<file path="config.mk">
export PLATFORM = sky130hd
export DESIGN_NAME = exu_writeback
export DESIGN_NICKNAME = d
export VERILOG_FILES = /design/src/logic/exu_isa_pkg.sv /design/src/logic/exu_status_pkg.sv /design/src/logic/exu_writeback.sv
export VERILOG_INCLUDE_DIRS = /design/src /design/src/logic
export SDC_FILE = /design/constraint.sdc
export NUM_CORES = 1
export LEC_CHECK = 0
export BUFFER_PORTS_ARGS = -buffer_cell sky130_fd_sc_hd__buf_2
export CORE_AREA = 8 8 150 152
export CTS_CLUSTER_SIZE = 8
export DETAILED_ROUTE_END_ITERATION = 16
export DIE_AREA = 0 0 158 160
export PLACE_DENSITY = 0.66
export SETUP_SLACK_MARGIN = 0.3
export SYNTH_ARGS = -nofsm -noshare
export SYNTH_HDL_FRONTEND = slang
export SYNTH_SLANG_ARGS = --single-unit
export TNS_END_PERCENT = 5
</file>
<file path="constraint.sdc">
create_clock -name i_clk -period 21.1 [get_ports i_clk]
set_input_delay 2.11 -clock i_clk [delete_from_list [all_inputs] [get_ports i_clk]]
set_output_delay 2.11 -clock i_clk [all_outputs]
set_load 0.01 [all_outputs]
</file>
<file path="src/logic/exu_params.svh">
// exu parameters: data and word-operation widths for the execute stage

`ifndef EXU_PARAMS_SVH
`define EXU_PARAMS_SVH

// register and datapath width
`define EXU_XLEN 64

// width of the *w word operations
`define EXU_WLEN 32

`endif

</file>
<file path="src/logic/exu_isa_pkg.sv">
// exu isa package: encodings for alu operations, operand selects, branches and loads
`default_nettype none

package exu_isa_pkg;

  // alu control codes as driven by the decoder
  typedef enum logic [4:0] {
    OP_ADD      = 5'b00000,
    OP_SLL      = 5'b00001,
    OP_SLT      = 5'b00010,
    OP_COPY_IMM = 5'b00011,
    OP_XOR      = 5'b00100,
    OP_SRL      = 5'b00101,
    OP_OR       = 5'b00110,
    OP_AND      = 5'b00111,
    OP_SUB      = 5'b01000,
    OP_SLTU     = 5'b01010,
    OP_SRA      = 5'b01101,
    OP_REMU     = 5'b11001,
    OP_DIVU     = 5'b11010,
    OP_DIV      = 5'b11011,
    OP_MUL      = 5'b11100,
    OP_REM      = 5'b11101,
    OP_EBREAK   = 5'b11110,
    OP_ILLEGAL  = 5'b11111
  } alu_op_e;

  typedef enum logic {
    A_RS1 = 1'b0,
    A_PC  = 1'b1
  } a_sel_e;

  typedef enum logic [1:0] {
    B_RS2  = 2'b00,
    B_IMM  = 2'b01,
    B_FOUR = 2'b10
  } b_sel_e;

  // signedness of the compare lives in the kind itself
  typedef enum logic [3:0] {
    BR_NONE = 4'b0000,
    BR_JAL  = 4'b0001,
    BR_JALR = 4'b0010,
    BR_EQ   = 4'b0100,
    BR_NE   = 4'b0101,
    BR_LT   = 4'b0110,
    BR_GE   = 4'b0111,
    BR_LTU  = 4'b1110,
    BR_GEU  = 4'b1111
  } branch_e;

  typedef enum logic [2:0] {
    LD_B  = 3'b000,
    LD_BU = 3'b001,
    LD_H  = 3'b010,
    LD_HU = 3'b011,
    LD_W  = 3'b100,
    LD_WU = 3'b101,
    LD_D  = 3'b110
  } mem_op_e;

endpackage

`default_nettype wire

</file>
<file path="src/logic/exu_status_pkg.sv">
// exu status package: reasons the execute stage stops the core
`default_nettype none

package exu_status_pkg;

  // reported together with the sticky halt flag
  typedef enum logic [1:0] {
    HALT_NONE    = 2'd0,
    HALT_EBREAK  = 2'd1,
    HALT_ILLEGAL = 2'd2
  } halt_cause_e;

endpackage

`default_nettype wire

</file>
<file path="src/logic/exu_writeback.sv">
// exu write-back: load extension, result select, sticky halt and the output register
`default_nettype none
`timescale 1ns/1ps

`include "exu_params.svh"

module exu_writeback (
  input  wire                              i_clk,
  input  wire                              i_rst,
  input  wire                              i_valid,
  input  wire exu_isa_pkg::alu_op_e        i_alu_op,
  input  wire exu_isa_pkg::mem_op_e        i_mem_op,
  input  wire                              i_mem_to_reg,
  input  wire [`EXU_XLEN-1:0]              i_rdata,
  input  wire [`EXU_XLEN-1:0]              i_alu_result,
  input  wire [`EXU_XLEN-1:0]              i_next_pc,
  output logic                             o_valid,
  output logic [`EXU_XLEN-1:0]             o_alu_result,
  output logic [`EXU_XLEN-1:0]             o_next_pc,
  output logic [`EXU_XLEN-1:0]             o_wb_data,
  output logic                             o_halt,
  output exu_status_pkg::halt_cause_e      o_halt_cause
);

  localparam int XLEN = `EXU_XLEN;

  logic [XLEN-1:0]             load_ext;
  logic [XLEN-1:0]             wb_data;
  exu_status_pkg::halt_cause_e cause;
  logic                        accept;

  // nothing is taken once halted
  assign accept = i_valid && !o_halt;

  always_comb begin
    case (i_mem_op)
      exu_isa_pkg::LD_B:  load_ext = {{(XLEN-8){i_rdata[7]}}, i_rdata[7:0]};
      exu_isa_pkg::LD_BU: load_ext = {{(XLEN-8){1'b0}}, i_rdata[7:0]};
      exu_isa_pkg::LD_H:  load_ext = {{(XLEN-16){i_rdata[15]}}, i_rdata[15:0]};
      exu_isa_pkg::LD_HU: load_ext = {{(XLEN-16){1'b0}}, i_rdata[15:0]};
      exu_isa_pkg::LD_W:  load_ext = {{(XLEN-32){i_rdata[31]}}, i_rdata[31:0]};
      exu_isa_pkg::LD_WU: load_ext = {{(XLEN-32){1'b0}}, i_rdata[31:0]};
      default:            load_ext = i_rdata;
    endcase
  end

  assign wb_data = i_mem_to_reg ? load_ext : i_alu_result;

  always_comb begin
    case (i_alu_op)
      exu_isa_pkg::OP_EBREAK:  cause = exu_status_pkg::HALT_EBREAK;
      exu_isa_pkg::OP_ILLEGAL: cause = exu_status_pkg::HALT_ILLEGAL;
      default:                 cause = exu_status_pkg::HALT_NONE;
    endcase
  end

  always_ff @(posedge i_clk) begin
    if (i_rst) begin
      o_valid      <= 1'b0;
      o_halt       <= 1'b0;
      o_halt_cause <= exu_status_pkg::HALT_NONE;
    end else begin
      o_valid <= accept;
      if (accept && cause != exu_status_pkg::HALT_NONE) begin
        o_halt       <= 1'b1;
        o_halt_cause <= cause;
      end
    end
  end

  always_ff @(posedge i_clk) begin
    if (accept) begin
      o_alu_result <= i_alu_result;
      o_next_pc    <= i_next_pc;
      o_wb_data    <= wb_data;
    end
  end

  a_halt_has_cause: assert property (@(posedge i_clk) disable iff (i_rst)
    o_halt |-> o_halt_cause != exu_status_pkg::HALT_NONE);

  // the halting instruction itself is the last one out
  a_no_valid_after_halt: assert property (@(posedge i_clk) disable iff (i_rst)
    o_halt |=> !o_valid);

  a_halt_sticky: assert property (@(posedge i_clk) disable iff (i_rst)
    o_halt |=> o_halt);

endmodule

`default_nettype wire

</file>
# After elaboration in Yosys (flattened, before gate mapping)
# Index checks and enable logic that the tools add are counted.
word_totals:
  word_cells: 21
  ff_bits: 196
  input_bits: 204
op_classes:
  n_mux: 3
  reduce_logical: 5
  eq_ne: 7
ops:
  columns: ["cell", "n"]
  rows:
  - ["$pmux 64 s6", 1]
  - ["$mux 64", 1]
  - ["$eq 5x5->1 const B", 2]
  - ["$eq 3x2->1 const B", 2]
  - ["$eq 3x3->1 const B", 2]
  - ["$pmux 2 s2", 1]
  - ["$eq 3x1->1 const B", 1]
  - ["$logic_not 3->1", 1]
  - ["$logic_and 1x1->1", 2]
  - ["$reduce_bool 2->1", 1]
  - ["$logic_not 1->1", 1]

# Longest topological paths before layout
logic_depth:
  word_depth: 4
  depth_mapped: 6

# Least setup slack after synthesis
# Ideal clock, no wire load.
synth_path:
  path_kind: "input to register"
  from: "in i_valid"
  to: "reg o_halt_cause[0]"
  n_path_buf: 0
  required_time_ps: 20966
  path_stages: 3
  setup_ps: 134
  slack_ps: 9586
  t_arrival_ps: 11380
  path_cell_list: "nor2b_1 > nand3_1 > nor3b_1"
synth_via:
  elab_chain_cells: 2
synth_rtl:
  columns: ["element", "line_no", "rtl"]
  rows:
  - ["start, declared", "exu_writeback.sv:10", "input wire i_valid,"]
  - ["$logic_and 1x1->1", "exu_writeback.sv:33", "assign accept = i_valid && !o_halt;"]
  - ["$logic_and 1x1->1", "exu_writeback.sv:64", "if (accept && cause != exu_status_pkg::HALT_NONE) begin"]
  - ["end signal, assigned", "exu_writeback.sv:61", "o_halt_cause <= exu_status_pkg::HALT_NONE;"]
  - ["end signal, assigned", "exu_writeback.sv:66", "o_halt_cause <= cause;"]
  - ["end, declared", "exu_writeback.sv:22", "output exu_status_pkg::halt_cause_e o_halt_cause"]
# No other way between the ends.
# A chain may end at the register's enable or synchronous reset.

# Final worst setup path
layout_path:
  from: "in i_mem_op[2]"
  to: "reg o_wb_data[42], data pin"
layout_via:
  elab_chain_cells: 3
  elab_cells_between_ends: 8
  classes_between: "5 x eq/ne; 2 x mux; 1 x reduce/logical"
layout_rtl:
  columns: ["element", "line_no", "rtl"]
  rows:
  - ["start, declared", "exu_writeback.sv:12", "input wire exu_isa_pkg::mem_op_e i_mem_op,"]
  - ["$eq 3x3->1 (tied with other cells)", "exu_writeback.sv:36", "case (i_mem_op)"]
  - ["$pmux 64 s6 (*)", "exu_writeback.sv:36", null]
  - ["$mux 64 (*)", "exu_writeback.sv:47", "assign wb_data = i_mem_to_reg ? load_ext : i_alu_result;"]
  - ["net wb_data[42]", "exu_writeback.sv:28", "logic [XLEN-1:0] wb_data;"]
  - ["end signal, assigned", "exu_writeback.sv:75", "o_wb_data <= wb_data;"]
  - ["end, declared", "exu_writeback.sv:20", "output logic [`EXU_XLEN-1:0] o_wb_data,"]
# The timed path passes the listed nets; every way through them passes the cells marked *.

==> qor.yml <==
outcome: "complete, no violations"
slew_viol_final: 0
power_density_nw_per_um2: 89.4
ys_top_cells_by_area: "edfxtp_1 82%, nor2_1 3.5%, a31oi_1 2.7%, nand2_1 2.5%, a21oi_1 2.0%"
start_kind: "primary input"
reg2reg_from: "o_halt$_SDFFE_PP0P_"
min_period_over_period_pct: 17.4
period_needed_ns: 3.68
ioPinCount: 400
routabilityCongestion: 0.783
crit_arrival_ns: 3.81
dp_hpwl_um: 16800
ir_drop_mv: 0.0499
postLayoutSetupSlackWorst_ns: 17.42
pre_cts_ws_ns: 16.95
drt-initial-drc-count: 279
relSlewSlack_pct: 23.5
holdWs_ns: 0.532
crit_path_top_delay_cell: "a21oi_4"
ys.warnings.count: 0
ys_types: 26
combPwrFrac_pct: 10.4
die_y_um: 160
ant_nets: 0
finalSetupTns_ns: 0
cts_buffer_depth: 2
synth-seq-cells: 196
required_ns: 21.23
fillers: 1836
cts_made_buffers: 17
ctsHoldBuffers: 0
antenna_found_initial: 1
wl_per_cell_um: 20.1
holdCritStartpoint: "o_halt_cause[0]$_SDFFE_PP0P_"
min_path_type: "register to register"
pwr-share-clk_pct: 37.3
rows: 52
p_leak_nw: 4.19
cts-root-buf: "clkbuf_16"
port_buffers: 399
syn_avg_cell_area_um2: 16.7
vias: 5087
synth_cells: 423
area_delta_synth_final_pct: 40.3
finClkSkew_ns: 0.0107
power.internal_w: 0.000665
drv_cap: 0
first_global_vias: 5242
drive_gt1_share_pct: 53.9
p_total_w: 0.000885
synth_area_um2: 7060
grt_pass1_wl_um: 31500
synth_top_area_cell: "edfxtp_1"
cts_setup_buffers: 0
syn_nets: 627
synth_top_area_share_pct: 81.7
p_sw_w: 0.000220
grt_overflow: 0
crit_chain: "buf_2 > nor2_1 > a21oi_4 > a31oi_1"
hold_violations: 0
dieArea_um2: 25300
grt_usage_pct: 16.8
wirelength_um: 22200
end_kind: "register"
yosysSeqAreaShare_pct: 82.8
switching_share_pct: 24.8
drcViolationCount: 0
htreeDepth: 4
vias_per_cell: 4.61
insertion_delay_ns: 0.43
rsz0062_at_grt: "false"
setup_viol_count_final: 0
fmax_mhz: 272
cts_tree: "done"
critPathKind: "primary input to register"
initial_utilization_pct: 35.2
fin_nets: 1024
die_x_um: 158
tightestPinTransition_ns: 1.15
path_max_fanout: 31
cts.sinks: 196
cts_repair_resize_count: 0
grt_max_degree: 197
core_area_um2: 20000
slowest_delay_ns: 0.77
p_seq_share_pct: 52.3
drt-pass1-iter-count: 4
clkTransAtPathRegs_ns: 0.08
cp-startpoint: "i_mem_op[2]"
==> power by group through the flow <==
stage               sequential (W)  combinational, W  clock [W]
global placement          0.000471         0.0000926          0
finish                    0.000463         0.0000924   0.000330
floorplan                 0.000491         0.0000261          0
global route              0.000465          0.000100   0.000355
CTS                       0.000463         0.0000942   0.000341
detailed placement        0.000472         0.0000941          0
==> placed cells by master, fill, tap and decap left out, drive strengths merged <==
cell / synthesis / layout
edfxtp: 192 / 192
inv: 0 / 8
nor2: 66 / 66
clkbuf: 6 / 17
diode: 0 / 1
nor3b: 2 / 2
clkinv: 0 / 6
o21a: 8 / 8
a21boi: 1 / 1
nor2b: 2 / 2
a21bo: 1 / 1
o21ai: 1 / 1
nand2: 47 / 47
nand3: 1 / 1
nor4b: 1 / 1
a31oi: 31 / 31
dfxtp: 4 / 4
and2: 2 / 2
bufinv: 0 / 1
and4: 1 / 1
and4bb: 1 / 1
a21oi: 29 / 29
buf: 18 / 402
mux2: 9 / 9
==> area by class of cell <==
cell class                 count  area [um^2]  share of cell area (%)
tap                          270          338                    3.41
clock buffer                  17          425                    4.29
multi-input combinational    203         1080                    10.9
clock inverter                15          183                    1.84
timing repair buffer         402         2030                    20.5
antenna                        1         2.50                  0.0253
sequential                   196         5850                    59.0
==> path summary, 6_finish.rpt <==
path                                       end  slack (ns)  depth (start not counted)
setup / recovery       o_wb_data[42]$_DFFE_PP_       17.42                          4
hold / removal    o_halt_cause[0]$_SDFFE_PP0P_        0.53                          2
setup reg to reg     o_alu_result[7]$_DFFE_PP_       19.32                          2
hold reg to reg   o_halt_cause[0]$_SDFFE_PP0P_        0.53                          2
==> per-layer routing <==
metal	wire, um	global-route usage [%]	share of wire, %
met5	0	0	0
met1	7670	16.9	35
met4	444	6.39	2.0
met3	2450	6.42	11
met2	11600	30.4	52
==> state kept, by name, summed over array words and instances, names as in the netlist <==
signal,cells
o_valid,1
o_halt_cause,2
o_wb_data,64
o_alu_result,64
o_next_pc,64
o_halt,1
==> through the flow <==
step                instance area (um^2)  util [%]  std cells
floorplan                           7060         -        423
global placement                    9300      46.4       1071
detailed placement                  9300      46.4       1071
CTS                                 9900      49.4       1103
global route                        9910      49.4       1104
finish                              9910      49.4       1104
==> critical path, delay by kind of cell <==
kind	cells	cell delay (ns)
and+or+nand+nor	1	0.23
AOI/OAI and AO/OA	2	1.00
buffers and inverters	1	0.44
==> synthesized netlist by cell type <==
cell / instances
clkbuf_1: 6
and4_1: 1
o21a_1: 8
and4bb_2: 1
o21ai_0: 1
dfxtp_1: 4
nand2_1: 47
nor2b_1: 2
buf_6: 5
nor4b_4: 1
a31oi_1: 30
mux2_2: 8
and2_0: 1
and2_1: 1
a21oi_1: 28
buf_2: 12
a21bo_2: 1
nand3_1: 1
nor3b_1: 2
edfxtp_1: 192
a31oi_2: 1
a21oi_4: 1
buf_1: 1
nor2_1: 66
mux2_4: 1
a21boi_4: 1
==> cell families (layout without fill, tap and decap cells) <==
kind of cell / Yosys count / count (layout) / share of synthesized area (%)
buffers and inverters: 24 / 434 / 2.02
AO/OA/AOI/OAI: 71 / 71 / 6.38
flip-flops: 196 / 196 / 82.8
AND/OR/NAND/NOR: 123 / 123 / 7.29
other: 0 / 1 / 0
multiplexers: 9 / 9 / 1.49
Power figures use the tool's default switching activity.
