===== config.mk =====
export PLATFORM = sky130hd
export DESIGN_NAME = exu_branch
export DESIGN_NICKNAME = d
export VERILOG_FILES = /design/src/logic/exu_isa_pkg.sv /design/src/logic/exu_branch.sv
export VERILOG_INCLUDE_DIRS = /design/src /design/src/logic
export SDC_FILE = /design/constraint.sdc
export NUM_CORES = 1
export LEC_CHECK = 0
export BUFFER_PORTS_ARGS = -buffer_cell sky130_fd_sc_hd__buf_2
export CORE_MARGIN = 2
export CORE_UTILIZATION = 30
export DETAILED_ROUTE_END_ITERATION = 8
export PLACE_DENSITY_LB_ADDON = 0.08
export SETUP_SLACK_MARGIN = 0.2
export SLEW_MARGIN = 20
export SYNTH_ARGS = -nofsm -noshare
export SYNTH_HDL_FRONTEND = slang
export SYNTH_SLANG_ARGS = --single-unit
export TNS_END_PERCENT = 10

===== constraint.sdc =====
create_clock -name vclk -period 3.75
set_clock_uncertainty 0.2 [all_clocks]
set_input_delay 0.1875 -clock vclk [all_inputs]
set_output_delay 0.1875 -clock vclk [all_outputs]
set_load 0.01 [all_outputs]

===== src/logic/exu_params.svh =====
// exu parameters: data and word-operation widths for the execute stage

`ifndef EXU_PARAMS_SVH
`define EXU_PARAMS_SVH

// register and datapath width
`define EXU_XLEN 64

// width of the *w word operations
`define EXU_WLEN 32

`endif


===== src/logic/exu_isa_pkg.sv =====
// exu isa package: encodings for alu operations, operand selects, branches and loads
`default_nettype none

package exu_isa_pkg;

  // alu control codes as driven by the decoder
  typedef enum logic [4:0] {
    OP_ADD      = 5'b00000,
    OP_SLL      = 5'b00001,
    OP_SLT      = 5'b00010,
    OP_COPY_IMM = 5'b00011,
    OP_XOR      = 5'b00100,
    OP_SRL      = 5'b00101,
    OP_OR       = 5'b00110,
    OP_AND      = 5'b00111,
    OP_SUB      = 5'b01000,
    OP_SLTU     = 5'b01010,
    OP_SRA      = 5'b01101,
    OP_REMU     = 5'b11001,
    OP_DIVU     = 5'b11010,
    OP_DIV      = 5'b11011,
    OP_MUL      = 5'b11100,
    OP_REM      = 5'b11101,
    OP_EBREAK   = 5'b11110,
    OP_ILLEGAL  = 5'b11111
  } alu_op_e;

  typedef enum logic {
    A_RS1 = 1'b0,
    A_PC  = 1'b1
  } a_sel_e;

  typedef enum logic [1:0] {
    B_RS2  = 2'b00,
    B_IMM  = 2'b01,
    B_FOUR = 2'b10
  } b_sel_e;

  // signedness of the compare lives in the kind itself
  typedef enum logic [3:0] {
    BR_NONE = 4'b0000,
    BR_JAL  = 4'b0001,
    BR_JALR = 4'b0010,
    BR_EQ   = 4'b0100,
    BR_NE   = 4'b0101,
    BR_LT   = 4'b0110,
    BR_GE   = 4'b0111,
    BR_LTU  = 4'b1110,
    BR_GEU  = 4'b1111
  } branch_e;

  typedef enum logic [2:0] {
    LD_B  = 3'b000,
    LD_BU = 3'b001,
    LD_H  = 3'b010,
    LD_HU = 3'b011,
    LD_W  = 3'b100,
    LD_WU = 3'b101,
    LD_D  = 3'b110
  } mem_op_e;

endpackage

`default_nettype wire


===== src/logic/exu_branch.sv =====
// exu branch unit: compares rs1 with rs2 and picks the next program counter
`default_nettype none
`timescale 1ns/1ps

`include "exu_params.svh"

module exu_branch (
  input  wire [`EXU_XLEN-1:0]       i_rs1,
  input  wire [`EXU_XLEN-1:0]       i_rs2,
  input  wire [`EXU_XLEN-1:0]       i_pc,
  input  wire [`EXU_XLEN-1:0]       i_imm,
  input  wire exu_isa_pkg::branch_e i_branch,
  output logic [`EXU_XLEN-1:0]      o_next_pc
);

  logic eq;
  logic lt;
  logic ltu;
  logic taken;

  assign eq  = (i_rs1 == i_rs2);
  assign lt  = ($signed(i_rs1) < $signed(i_rs2));
  assign ltu = (i_rs1 < i_rs2);

  always_comb begin
    case (i_branch)
      exu_isa_pkg::BR_JAL:  taken = 1'b1;
      exu_isa_pkg::BR_EQ:   taken = eq;
      exu_isa_pkg::BR_NE:   taken = !eq;
      exu_isa_pkg::BR_LT:   taken = lt;
      exu_isa_pkg::BR_GE:   taken = !lt;
      exu_isa_pkg::BR_LTU:  taken = ltu;
      exu_isa_pkg::BR_GEU:  taken = !ltu;
      default:              taken = 1'b0;
    endcase
  end

  // jalr target keeps bit 0 as computed
  assign o_next_pc = (i_branch == exu_isa_pkg::BR_JALR) ? i_rs1 + i_imm
                   : taken ? i_pc + i_imm
                   : i_pc + `EXU_XLEN'(4);

endmodule

`default_nettype wire


* After elaboration in Yosys (flattened, before gate mapping)
Cells that the tools add are included.
** Cells by class
- Muxes and demuxes :: 3
- Equality and inequality tests :: 9
- $lt $le $gt $ge :: 2
- Add/subtract/negate cells :: 3
- Reduce and logical (&&, ||, !) cells :: 3
** Operators by type and width (number)
- $add 64x64->64 :: 2
- $lt 64x64->1 :: 2
- $mux 64 :: 2
- $add 64x3->64 const B :: 1
- $eq 64x64->1 :: 1
- $eq 4x3->1 const B :: 4
- $eq 4x4->1 const B :: 2
- $pmux 1 s7 :: 1
- $eq 4x1->1 const B :: 1
- $eq 4x2->1 const B :: 1
- $logic_not 1->1 :: 3
** Storage, ports and cells
- Bits in registers :: 0
- Logic and storage cells :: 20
- Input port bits :: 260
- Output and inout bits :: 64

* Longest topological paths before layout
Gate-level depths: netlist of the first run.
- Depth in word-level cells :: 5
- Gate-level depth with buffers :: 16
- Gate-level depth less buffers :: 15

* Worst setup path before layout of the first run
OpenSTA, ideal clock, no wires.
- Path type :: input to output
- Start :: input port i_pc[0]
- End :: output port o_next_pc[62]
- Data required time :: 3362 ps
- Buffers on the path :: 0
- Stages :: 15
- Setup slack :: 148 ps
- Data arrival time :: 3215 ps
- Cells stage by stage :: ha_1 > inv_1 > fa_1 > nand2b_1 > a21o_1 > a211oi_1 > a211oi_2 > a211o_2 > o31ai_4 > a21oi_4 > o31ai_2 > o2111ai_1 > a21oi_1 > mux2_1 > a211oi_2
** On the way
- Longest elaborated chain between the ends :: 3
- Elaborated cells between the ends (all ways) :: 4
- Classes of those cells :: add/sub: 2; mux: 2
** Ends and longest elaborated chain
- start, declared :: RTL line exu_branch.sv:10 : input wire [`EXU_XLEN-1:0] i_pc,
- $add 64x3->64 / $add 64x64->64 (equally long branches) :: RTL line exu_branch.sv:41, exu_branch.sv:40
- $mux 64 * :: RTL line exu_branch.sv:40 : : taken ? i_pc + i_imm
- $mux 64 * :: RTL line exu_branch.sv:39 : assign o_next_pc = (i_branch == exu_isa_pkg::BR_JALR) ? i_rs1 + i_imm
- end, declared :: RTL line exu_branch.sv:13 : output logic [`EXU_XLEN-1:0] o_next_pc
Every way passes the cells marked *; elsewhere a longest branch is shown, timed or not.

* Worst setup path in the final report of the first run
- Start :: input port i_imm[0]
- End :: output port o_next_pc[62]
** On the way
- Longest elaborated chain between the ends :: 3
- Elaborated cells between the ends (all ways) :: 4
- Classes of those cells :: add/sub: 2; mux: 2
** Ends and longest elaborated chain
- start, declared :: RTL line exu_branch.sv:11 : input wire [`EXU_XLEN-1:0] i_imm,
- $add 64x64->64 :: RTL line exu_branch.sv:40
- $mux 64 :: RTL line exu_branch.sv:40
- $mux 64 * :: RTL line exu_branch.sv:39
Marks and branches as above.

==> out/qor.tcl, run 1 <==
set qor(run_status) {finished with violations}
set qor(failed_checks) {negative setup slack}
set qor(area_growth_syn_to_layout_pct) 45.5
set qor(cp_cell_sequence) {buf_8 -> buf_6 -> ha_4 -> inv_2 -> fa_2 -> nand2b_4 -> a21o_1 -> a211oi_2 -> buf_4 -> a211oi_4 -> a211o_2 -> o31ai_4 -> a21oi_4 -> o31ai_4 -> o2111ai_2 -> a21oi_2 -> mux2_4 -> a211oi_2 -> buf_2}
set qor(criticalPathCategory) {in -> out}
set qor(final_nets) 2673
set qor(first_global_vias) 13870
set qor(drive_above_1_share) 0.350
set qor(grt_pass1_wl_mm) 73.8
set qor(seq_cells) 0
set qor(timing.critical_path.fanout_max) 2
set qor(finalSetupViolCount) 8
set qor(synth_sequential_area_ratio) 0
set qor(layout_min_cycle_time_ps) 3910
set qor(layout.cells.most_common) {sky130_fd_sc_hd__buf_2}
set qor(final.clkbuf_count) 0
set qor(finalHoldViolCount) 0
set qor(total_routing_usage_gr) 0.236
set qor(drt_iter0_markers) 581
set qor(drv_cap) 0
set qor(synthesis.area_um2) 11200
set qor(die-area_um2) 38900
set qor(final_max_slew_violation_count) 0
set qor(postRouteWirelength_mm) 48.7
set qor(io_buffers) 324
set qor(critical-path-top-delay-family) {compound AO/OA/AOI/OAI gates}
set qor(boundaryPins) 324
set qor(die_w_um) 197
set qor(normalized_max_slew_margin) 0.503
set qor(timing.critical_path.required_ps) 3360
set qor(worst_ir_drop_on_vdd_mv) 0.0632
set qor(timing_worst_slew_pin_value_ps) 746
set qor(vias) 14212
set qor(routedWlPerCell_um) 18.1
set qor(globalplace.congestion) 0.923
set qor(syn_area_per_cell_um2) 6.67
set qor(drt_first_pass_iters) 5
set qor(timing.critical_path.slowest_stage_cell) {sky130_fd_sc_hd__a211o_2}
set qor(min-delay-path-class) {in -> out}
set qor(timing.critical_path.buf_inv) 5
set qor(ys.warnings.count) 0
set qor(syn_inst) 1681
set qor(grt_start_max_net_pins) 44
set qor(worst_hold_slack_ps) 577
set qor(critical-path-max-stage-delay_ps) 380
set qor(final.setup.worst_slack_ps) -159
set qor(worst_setup_path_start_kind) {input pin}
set qor(antenna_found_initial) 1
set qor(detailedPlacementHpwl_mm) 41.8
set qor(timing.setup.tns_ps) -438
set qor(synth.distinct_cells) 90
set qor(rsz0062_at_grt) {yes}
set qor(route.antenna.remaining_nets) 0
set qor(leading_cell_types_in_the_layout_fill_and_taps_excluded) {sky130_fd_sc_hd__buf_2, sky130_fd_sc_hd__buf_4, sky130_fd_sc_hd__a21oi_1}
set qor(vias_per_cell) 5.29
set qor(grt_overflow) 0
set qor(clock.fmax_mhz) 256
set qor(floorplan.initialDensity) 0.305
set qor(post-route-period-util) 1.04
set qor(n_antenna_cell) 0
set qor(nFillCells) 3953
set qor(drt_drc_violations_left) 0
set qor(powerDensity_nw_per_um2) 171
set qor(synth.net_count) 2134
set qor(dieHeight_um) 197
set qor(critical_path_arrival_ps) 3520
set qor(register_area_um2) 0
set qor(static-leakage-power_nw) 8.03
set qor(std_cell_rows) 70
set qor(worst_setup_path_end_kind) {primary output}
set qor(core_um2) 36700
-- layer usage --
metal  share of wire  up-vias  global-route usage
li1                -     7244                   -
met1            0.47     6592               0.321
met2            0.47      328               0.418
met3           0.038       46              0.0116
met4           0.020        2              0.0387
met5         0.00025        -                   0
-- path summary, 6_finish.rpt --
kind / from / slack [ps] / end / cells past startpoint
worst min-delay path: i_imm[0] / 580 / o_next_pc[0] / 5
worst max-delay path: i_imm[0] / -160 / o_next_pc[62] / 19
-- where the power goes --
part | switching [mW] | internal, mW | total, mW
logic | 1.49 | 1.29 | 2.78
registers | 0 | 0 | 0
clock network | 0 | 0 | 0
total | 1.49 | 1.29 | 2.78
-- kinds of logic after synthesis --
logic type	share of synthesized area
multiplexers	0.00837
AO/OA/AOI/OAI	0.342
AND/OR/NAND/NOR	0.231
XOR/XNOR	0.138
buffers and inverters	0.0642
adder cells (fa/ha/maj)	0.217
-- what timing repair did --
item,in CTS,in global routing
resized for setup,96,116
cloned,2,0
setup buffers,6,10
pin swaps,44,55
hold buffers,0,0
setup endpoints to repair,64,64
-- cell type report --
class,count,area [um^2],share of cell area
Multi-Input combinational cell,1509,11400,0.696
Timing Repair Buffer,607,3990,0.245
Tap cell,468,586,0.0359
Inverter,102,383,0.0235
-- through the flow --
step	worst slack (ps)	total power, mW	instance area (um^2)	util	std cells
after floorplan	148	1.49	11200	-	1681
after global placement	-412	2.53	15100	0.413	2668
after detailed placement	-423	2.53	15100	0.413	2668
after CTS	-229	2.67	15700	0.428	2676
after global routing	-316	3.05	16300	0.444	2686
final	-159	2.78	16300	0.444	2686
-- cell usage after synthesis, drive strengths merged (5+ instances only) --
cell type	number	area [um^2]
a2111oi	5	62.6
o221ai	5	43.8
a211oi	35	283
o21bai	23	176
and4	10	88.8
nand2b	14	87.6
o31ai	12	109
xnor2	108	946
a21oi	211	1080
inv	102	383
clkbuf	65	294
or3	10	63.8
o21ai	102	514
a31oi	22	138
and3	28	180
nor2b	22	138
a41o	5	51.3
a21o	93	701
mux2i	6	60.1
xor2	69	604
nor3	34	170
and2	10	62.6
nand3	61	310
o211ai	19	148
nor2	147	552
nor4	7	50.1
ha	191	2390
o21a	15	113
nand4	34	213
nand2	144	541
a41oi	5	43.8
(Power assumes the default switching activity.)
==> run 2, diff against run 1 <==
--- a/config.mk
+++ b/config.mk
@@ -7,9 +7,12 @@
 export NUM_CORES = 1
 export LEC_CHECK = 0
 export BUFFER_PORTS_ARGS = -buffer_cell sky130_fd_sc_hd__buf_2
+export CORE_ASPECT_RATIO = 0.8
 export CORE_MARGIN = 2
 export CORE_UTILIZATION = 30
 export DETAILED_ROUTE_END_ITERATION = 8
+export GPL_ROUTABILITY_DRIVEN = 0
+export GPL_TIMING_DRIVEN = 0
 export PLACE_DENSITY_LB_ADDON = 0.08
 export SETUP_SLACK_MARGIN = 0.2
 export SLEW_MARGIN = 20
==> run 2 against run 1 <==
The run still ends with negative setup slack left. Fmax is 1.9% lower. Worst setup slack worse by 76 ps. Worst hold slack gained 77 ps. Sequential share of layout area stayed put. Non-clock buffer count down 186. Wire length grew 5.7%. Flip-flop and latch count unchanged. Die area barely moved. Combinational power shrank 5%. Global-route usage is 1.8 points higher.
==> out/qor.tcl, run 2 (synthesis results as in run 1) <==
set qor(finalSetupViolCount) 12
set qor(total_routing_usage_gr) 0.254
set qor(post-route-period-util) 1.06
set qor(critical-path-max-stage-delay_ps) 370
set qor(powerDensity_nw_per_um2) 176
set qor(critical-path-top-delay-family) {compound AO/OA/AOI/OAI gates}
set qor(normalized_max_slew_margin) 0.222
set qor(routedWlPerCell_um) 20.4
set qor(design_power_total_mw) 2.65
set qor(area_growth_syn_to_layout_pct) 34.3
set qor(detailedPlacementHpwl_mm) 43.0
set qor(grt_overflow) 0
set qor(drt_iter0_markers) 955
set qor(floorplan.initialDensity) 0.303
set qor(amount_of_wire_on_met3_after_detailed_routing_mm) 3.16
set qor(vias) 13818
set qor(final_cell_area_um2) 15100
set qor(intPower_mw) 1.13
set qor(static-leakage-power_nw) 7.12
set qor(leading_cell_types_in_the_layout_fill_and_taps_excluded) {sky130_fd_sc_hd__buf_2, sky130_fd_sc_hd__ha_1, sky130_fd_sc_hd__a21oi_1}
set qor(dieHeight_um) 177
set qor(critical_path_arrival_ps) 3600
set qor(timing.critical_path.buf_inv) 3
set qor(final_nets) 2487
set qor(boundaryPins) 324
set qor(first_global_vias) 13211
set qor(drv_cap) 0
set qor(grt_pass1_wl_mm) 76.8
set qor(io_buffers) 324
set qor(timing_worst_slew_pin_value_ps) 1170
set qor(placement.cell_area_um2) 13400
set qor(rsz0062_at_grt) {yes}
set qor(drt_drc_violations_left) 0
set qor(postRouteWirelength_mm) 51.5
set qor(clock.fmax_mhz) 251
set qor(met2RoutedLength_mm) 22.6
set qor(layout.cells.most_common) {sky130_fd_sc_hd__buf_2}
set qor(core_um2) 37000
set qor(clock_power_share) 0
set qor(finalHoldViolCount) 0
set qor(seq_cells) 0
set qor(power_switching_share) 0.574
set qor(sequentialPowerShare) 0
set qor(worst_setup_path_start_kind) {input pin}
set qor(multi_input_area_um2) 11600
set qor(layout_min_cycle_time_ps) 3980
set qor(failed_checks) {negative setup slack}
set qor(drive_above_1_share) 0.283
set qor(cp_cell_sequence) {buf_6 -> ha_4 -> inv_2 -> fa_2 -> nand2b_4 -> a21o_1 -> a211oi_2 -> a211oi_4 -> a211o_4 -> o31ai_4 -> a21oi_4 -> o31ai_4 -> o2111ai_2 -> a21oi_2 -> mux2_4 -> a211oi_2 -> buf_2}
set qor(die-area_um2) 38900
set qor(timing.critical_path.fanout_max) 4
set qor(die_w_um) 220
set qor(route.antenna.remaining_nets) 0
set qor(run_status) {finished with violations}
set qor(antenna_found_initial) 3
set qor(switchingPower_mw) 1.52
set qor(criticalPathCategory) {in -> out}
set qor(min-delay-path-class) {in -> out}
set qor(worst_hold_slack_ps) 654
set qor(grt_start_max_net_pins) 11
set qor(wl_met1_mm) 25.1
set qor(final_max_slew_violation_count) 0
set qor(timing.critical_path.required_ps) 3360
set qor(nFillCells) 4021
set qor(final.setup.worst_slack_ps) -235
set qor(cts.hold.buffers_added) 0
set qor(power_frac_comb) 1.000
set qor(timing.critical_path.slowest_stage_cell) {sky130_fd_sc_hd__a211o_4}
set qor(drt_first_pass_iters) 5
set qor(final.clkbuf_count) 0
set qor(worst_ir_drop_on_vdd_mv) 0.106
set qor(vias_per_cell) 5.48
set qor(std_cell_rows) 63
set qor(highest_routing_layer_actually_used) {met5}
set qor(register_area_um2) 0
set qor(worst_setup_path_end_kind) {primary output}
==> run 2: changes by cell type in the layout (fill, tap and decap cells not counted), sizes merged <==
| cell | before | now |
|---|---|---|
| buf | 606 | 354 |
| clkbuf | 1 | 66 |
| clkdlybuf4s50 | 0 | 1 |
| diode | 0 | 2 |
==> run 2: timing repair <==
item / 4_1_cts / 5_1_grt
cloned: 1 / 0
resized for setup: 214 / 79
pin swaps: 70 / 40
buffers inserted: 17 / 9
endpoints found under the setup margin: 64 / 64
==> run 2: layout make-up <==
cell class / count / area share
diodes: 2 / 0.000332
multi-input cells: 1509 / 0.768
inverters: 102 / 0.0256
plain buffers: 70 / 0.0372
well taps: 487 / 0.0405
repair buffers: 351 / 0.128
==> run 2: metal layers <==
layer	up-vias	global-route usage
met1	6479	0.372
met2	432	0.407
li1	6859	-
met5	-	0
met4	4	0.0302
met3	44	0.0292
==> run 2: path summary, 6_finish.rpt <==
| kind | startpoint | end | slack, ps | depth (start not counted) |
|---|---|---|---|---|
| worst max-delay path | i_pc[0] | o_next_pc[62] | -230 | 17 |
| worst min-delay path | i_pc[1] | o_next_pc[1] | 650 | 4 |
==> run 2: stage by stage <==
stage,cells,utilization,TNS (ps),setup slack (ps)
floorplan,1681,-,0,148
global placement,2492,0.364,-92990,-1810
detailed placement,2492,0.364,-96520,-1880
CTS,2510,0.396,-2550,-350
global route,2519,0.407,-3990,-363
finish,2521,0.407,-1120,-235
==> run 2: power groups by stage <==
stage | combinational [mW] | sequential, mW | clock (mW)
global route | 2.90 | 0 | 0
CTS | 2.54 | 0 | 0
detailed placement | 2.28 | 0 | 0
global placement | 2.27 | 0 | 0
finish | 2.65 | 0 | 0.0000000713
floorplan | 1.49 | 0 | 0
==> run 2: worst min-delay path, cell delays in order <==
cell                       delay (ps)
sky130_fd_sc_hd__buf_2            120
sky130_fd_sc_hd__a211oi_2          80
sky130_fd_sc_hd__a21oi_1          130
sky130_fd_sc_hd__buf_2            150
==> run 3, diff against run 2 <==
--- a/config.mk
+++ b/config.mk
@@ -13,9 +13,9 @@
 export DETAILED_ROUTE_END_ITERATION = 8
 export GPL_ROUTABILITY_DRIVEN = 0
 export GPL_TIMING_DRIVEN = 0
-export PLACE_DENSITY_LB_ADDON = 0.08
+export PLACE_DENSITY = 0.6
 export SETUP_SLACK_MARGIN = 0.2
-export SLEW_MARGIN = 20
+export SLEW_MARGIN = 15
 export SYNTH_ARGS = -nofsm -noshare
 export SYNTH_HDL_FRONTEND = slang
 export SYNTH_SLANG_ARGS = --single-unit
==> run 3 against run 2 <==
The flow still finishes with violations (negative setup slack). Flip-flop and latch count unchanged. Wire length down 1.7%. First-iteration DRC count up 8.0%. Power decreased by 0.54%. Global-route usage shrank 0.98 points. Critical path depth rose by 1. Largest power group unchanged.
==> out/qor.tcl, run 3 (synthesis results as in run 1) <==
set qor(drt_first_pass_iters) 5
set qor(finalSetupViolCount) 19
set qor(timing.setup.tns_ps) -2990
set qor(std_cell_rows) 63
set qor(criticalPathCategory) {in -> out}
set qor(worst_ir_drop_on_vdd_mv) 0.0689
set qor(final.clkbuf_count) 0
set qor(critical-path-max-stage-delay_ps) 360
set qor(drv_cap) 0
set qor(timing.critical_path.slowest_stage_cell) {sky130_fd_sc_hd__fa_2}
set qor(die-area_um2) 38900
set qor(numPlacedInstances) 2492
set qor(total_routing_usage_gr) 0.244
set qor(first_global_vias) 13232
set qor(area_growth_syn_to_layout_pct) 34.7
set qor(finalHoldViolCount) 0
set qor(drt_iter0_markers) 1031
set qor(worst_setup_path_start_kind) {input pin}
set qor(whs_path_depth) 5
set qor(timing.critical_path.required_ps) 3360
set qor(grt_pass1_wl_mm) 74.1
set qor(grt_overflow) 0
set qor(layout.cells.most_common) {sky130_fd_sc_hd__buf_2}
set qor(die_w_um) 220
set qor(post-route-period-util) 1.10
set qor(min-delay-path-class) {in -> out}
set qor(failed_checks) {negative setup slack}
set qor(floorplan.initialDensity) 0.303
set qor(timing.critical_path.buf_inv) 4
set qor(register_area_um2) 0
set qor(core_um2) 37000
set qor(vias) 14102
set qor(postRouteWirelength_mm) 50.6
set qor(normalized_max_slew_margin) 0.214
set qor(final_max_slew_violation_count) 0
set qor(drt_drc_violations_left) 0
set qor(final_nets) 2496
set qor(dieHeight_um) 177
set qor(timing.critical_path.fanout_max) 4
set qor(worst_setup_path_end_kind) {primary output}
set qor(route.antenna.remaining_nets) 0
set qor(final.setup.worst_slack_ps) -357
set qor(clock.fmax_mhz) 243
set qor(powerDensity_nw_per_um2) 175
set qor(vias_per_cell) 5.57
set qor(drive_above_1_share) 0.279
set qor(boundaryPins) 324
set qor(routedWlPerCell_um) 20.0
set qor(critical-path-top-delay-family) {compound AO/OA/AOI/OAI gates}
set qor(critical_path_arrival_ps) 3720
set qor(timing_worst_slew_pin_value_ps) 1180
set qor(cp_cell_sequence) {buf_8 -> ha_4 -> inv_2 -> fa_2 -> nor2b_4 -> o211ai_4 -> a2111oi_4 -> buf_4 -> o21ai_4 -> a211oi_4 -> a21bo_2 -> a41o_4 -> a41o_4 -> nand3_2 -> a211oi_2 -> xnor2_1 -> a211oi_2 -> buf_2}
set qor(rsz0062_at_grt) {yes}
set qor(finish.cell_count_without_fillers) 2533
set qor(worst_hold_path.endpoint) {o_next_pc[0]}
set qor(holdCritStartpoint) {i_rs1[0]}
set qor(detailedPlacementHpwl_mm) 41.4
set qor(seq_cells) 0
set qor(io_buffers) 324
set qor(leading_cell_types_in_the_layout_fill_and_taps_excluded) {sky130_fd_sc_hd__buf_2, sky130_fd_sc_hd__a21oi_1, sky130_fd_sc_hd__ha_1}
set qor(antenna_found_initial) 8
set qor(grt_start_max_net_pins) 11
set qor(nFillCells) 3951
set qor(static-leakage-power_nw) 7.13
set qor(run_status) {finished with violations}
set qor(layout_min_cycle_time_ps) 4110
[run 3: cell count changes in the layout (fill, tap and decap cells not counted), sizes merged]
cell    change
clkbuf      -3
diode       +3
buf        +12
[run 3: tightest hold or removal path: stages]
cell and delay [ps]:
sky130_fd_sc_hd__buf_6 80, sky130_fd_sc_hd__ha_4 110, sky130_fd_sc_hd__nand2_1 40, sky130_fd_sc_hd__o21ai_0 80
sky130_fd_sc_hd__buf_2 140
[run 3: metal layers]
metal	global-route usage	routed length, um	share of wire
met2	0.396	22400	0.44
met5	0	27	0.00053
met4	0.0400	866	0.017
met1	0.346	23000	0.45
met3	0.0347	4300	0.085
[run 3: how the worst max path moves through the flow]
stage,startpoint,endpoint,cells past startpoint
2_1_floorplan,i_pc[0],o_next_pc[62],15
3_3_place_gp,i_rs1[63],o_next_pc[16],13
3_5_place_dp,i_rs1[63],o_next_pc[16],13
4_1_cts,i_imm[0],o_next_pc[56],19
5_1_grt,i_imm[0],o_next_pc[62],17
6_report,i_imm[0],o_next_pc[62],18
[run 3: repair_timing]
action,4_1_cts,5_1_grt
cloned,3,0
setup endpoints to repair,64,64
gates resized for setup,199,96
setup buffers,21,12
hold buffers,0,0
pin swaps,59,49
[run 3: metrics by stage]
stage	instance area (um^2)	utilization	power (mW)	hold WS, ps	setup WS [ps]
finish	15100	0.408	2.64	620	-357
global route	15100	0.408	2.86	665	-443
CTS	14600	0.395	2.50	622	-403
detailed placement	13400	0.364	2.25	639	-2040
global placement	13400	0.364	2.23	637	-1960
floorplan	11200	-	1.49	405	148
[run 3: where the power goes]
part | switching (mW) | leakage, nW | total [mW] | internal [mW]
clock network | 0 | 0.0000317 | 0.000000178 | 0.000000178
registers | 0 | 0 | 0 | 0
logic | 1.51 | 7.13 | 2.64 | 1.12
[run 3: cell type report]
class	instances	area, um^2	share of cell area
Inverter	102	385	0.0255
Tap cell	487	609	0.0404
Timing Repair Buffer	360	2050	0.136
Buffer	70	522	0.0346
Multi-Input combinational cell	1509	11500	0.763
Antenna cell	5	12.5	0.000829
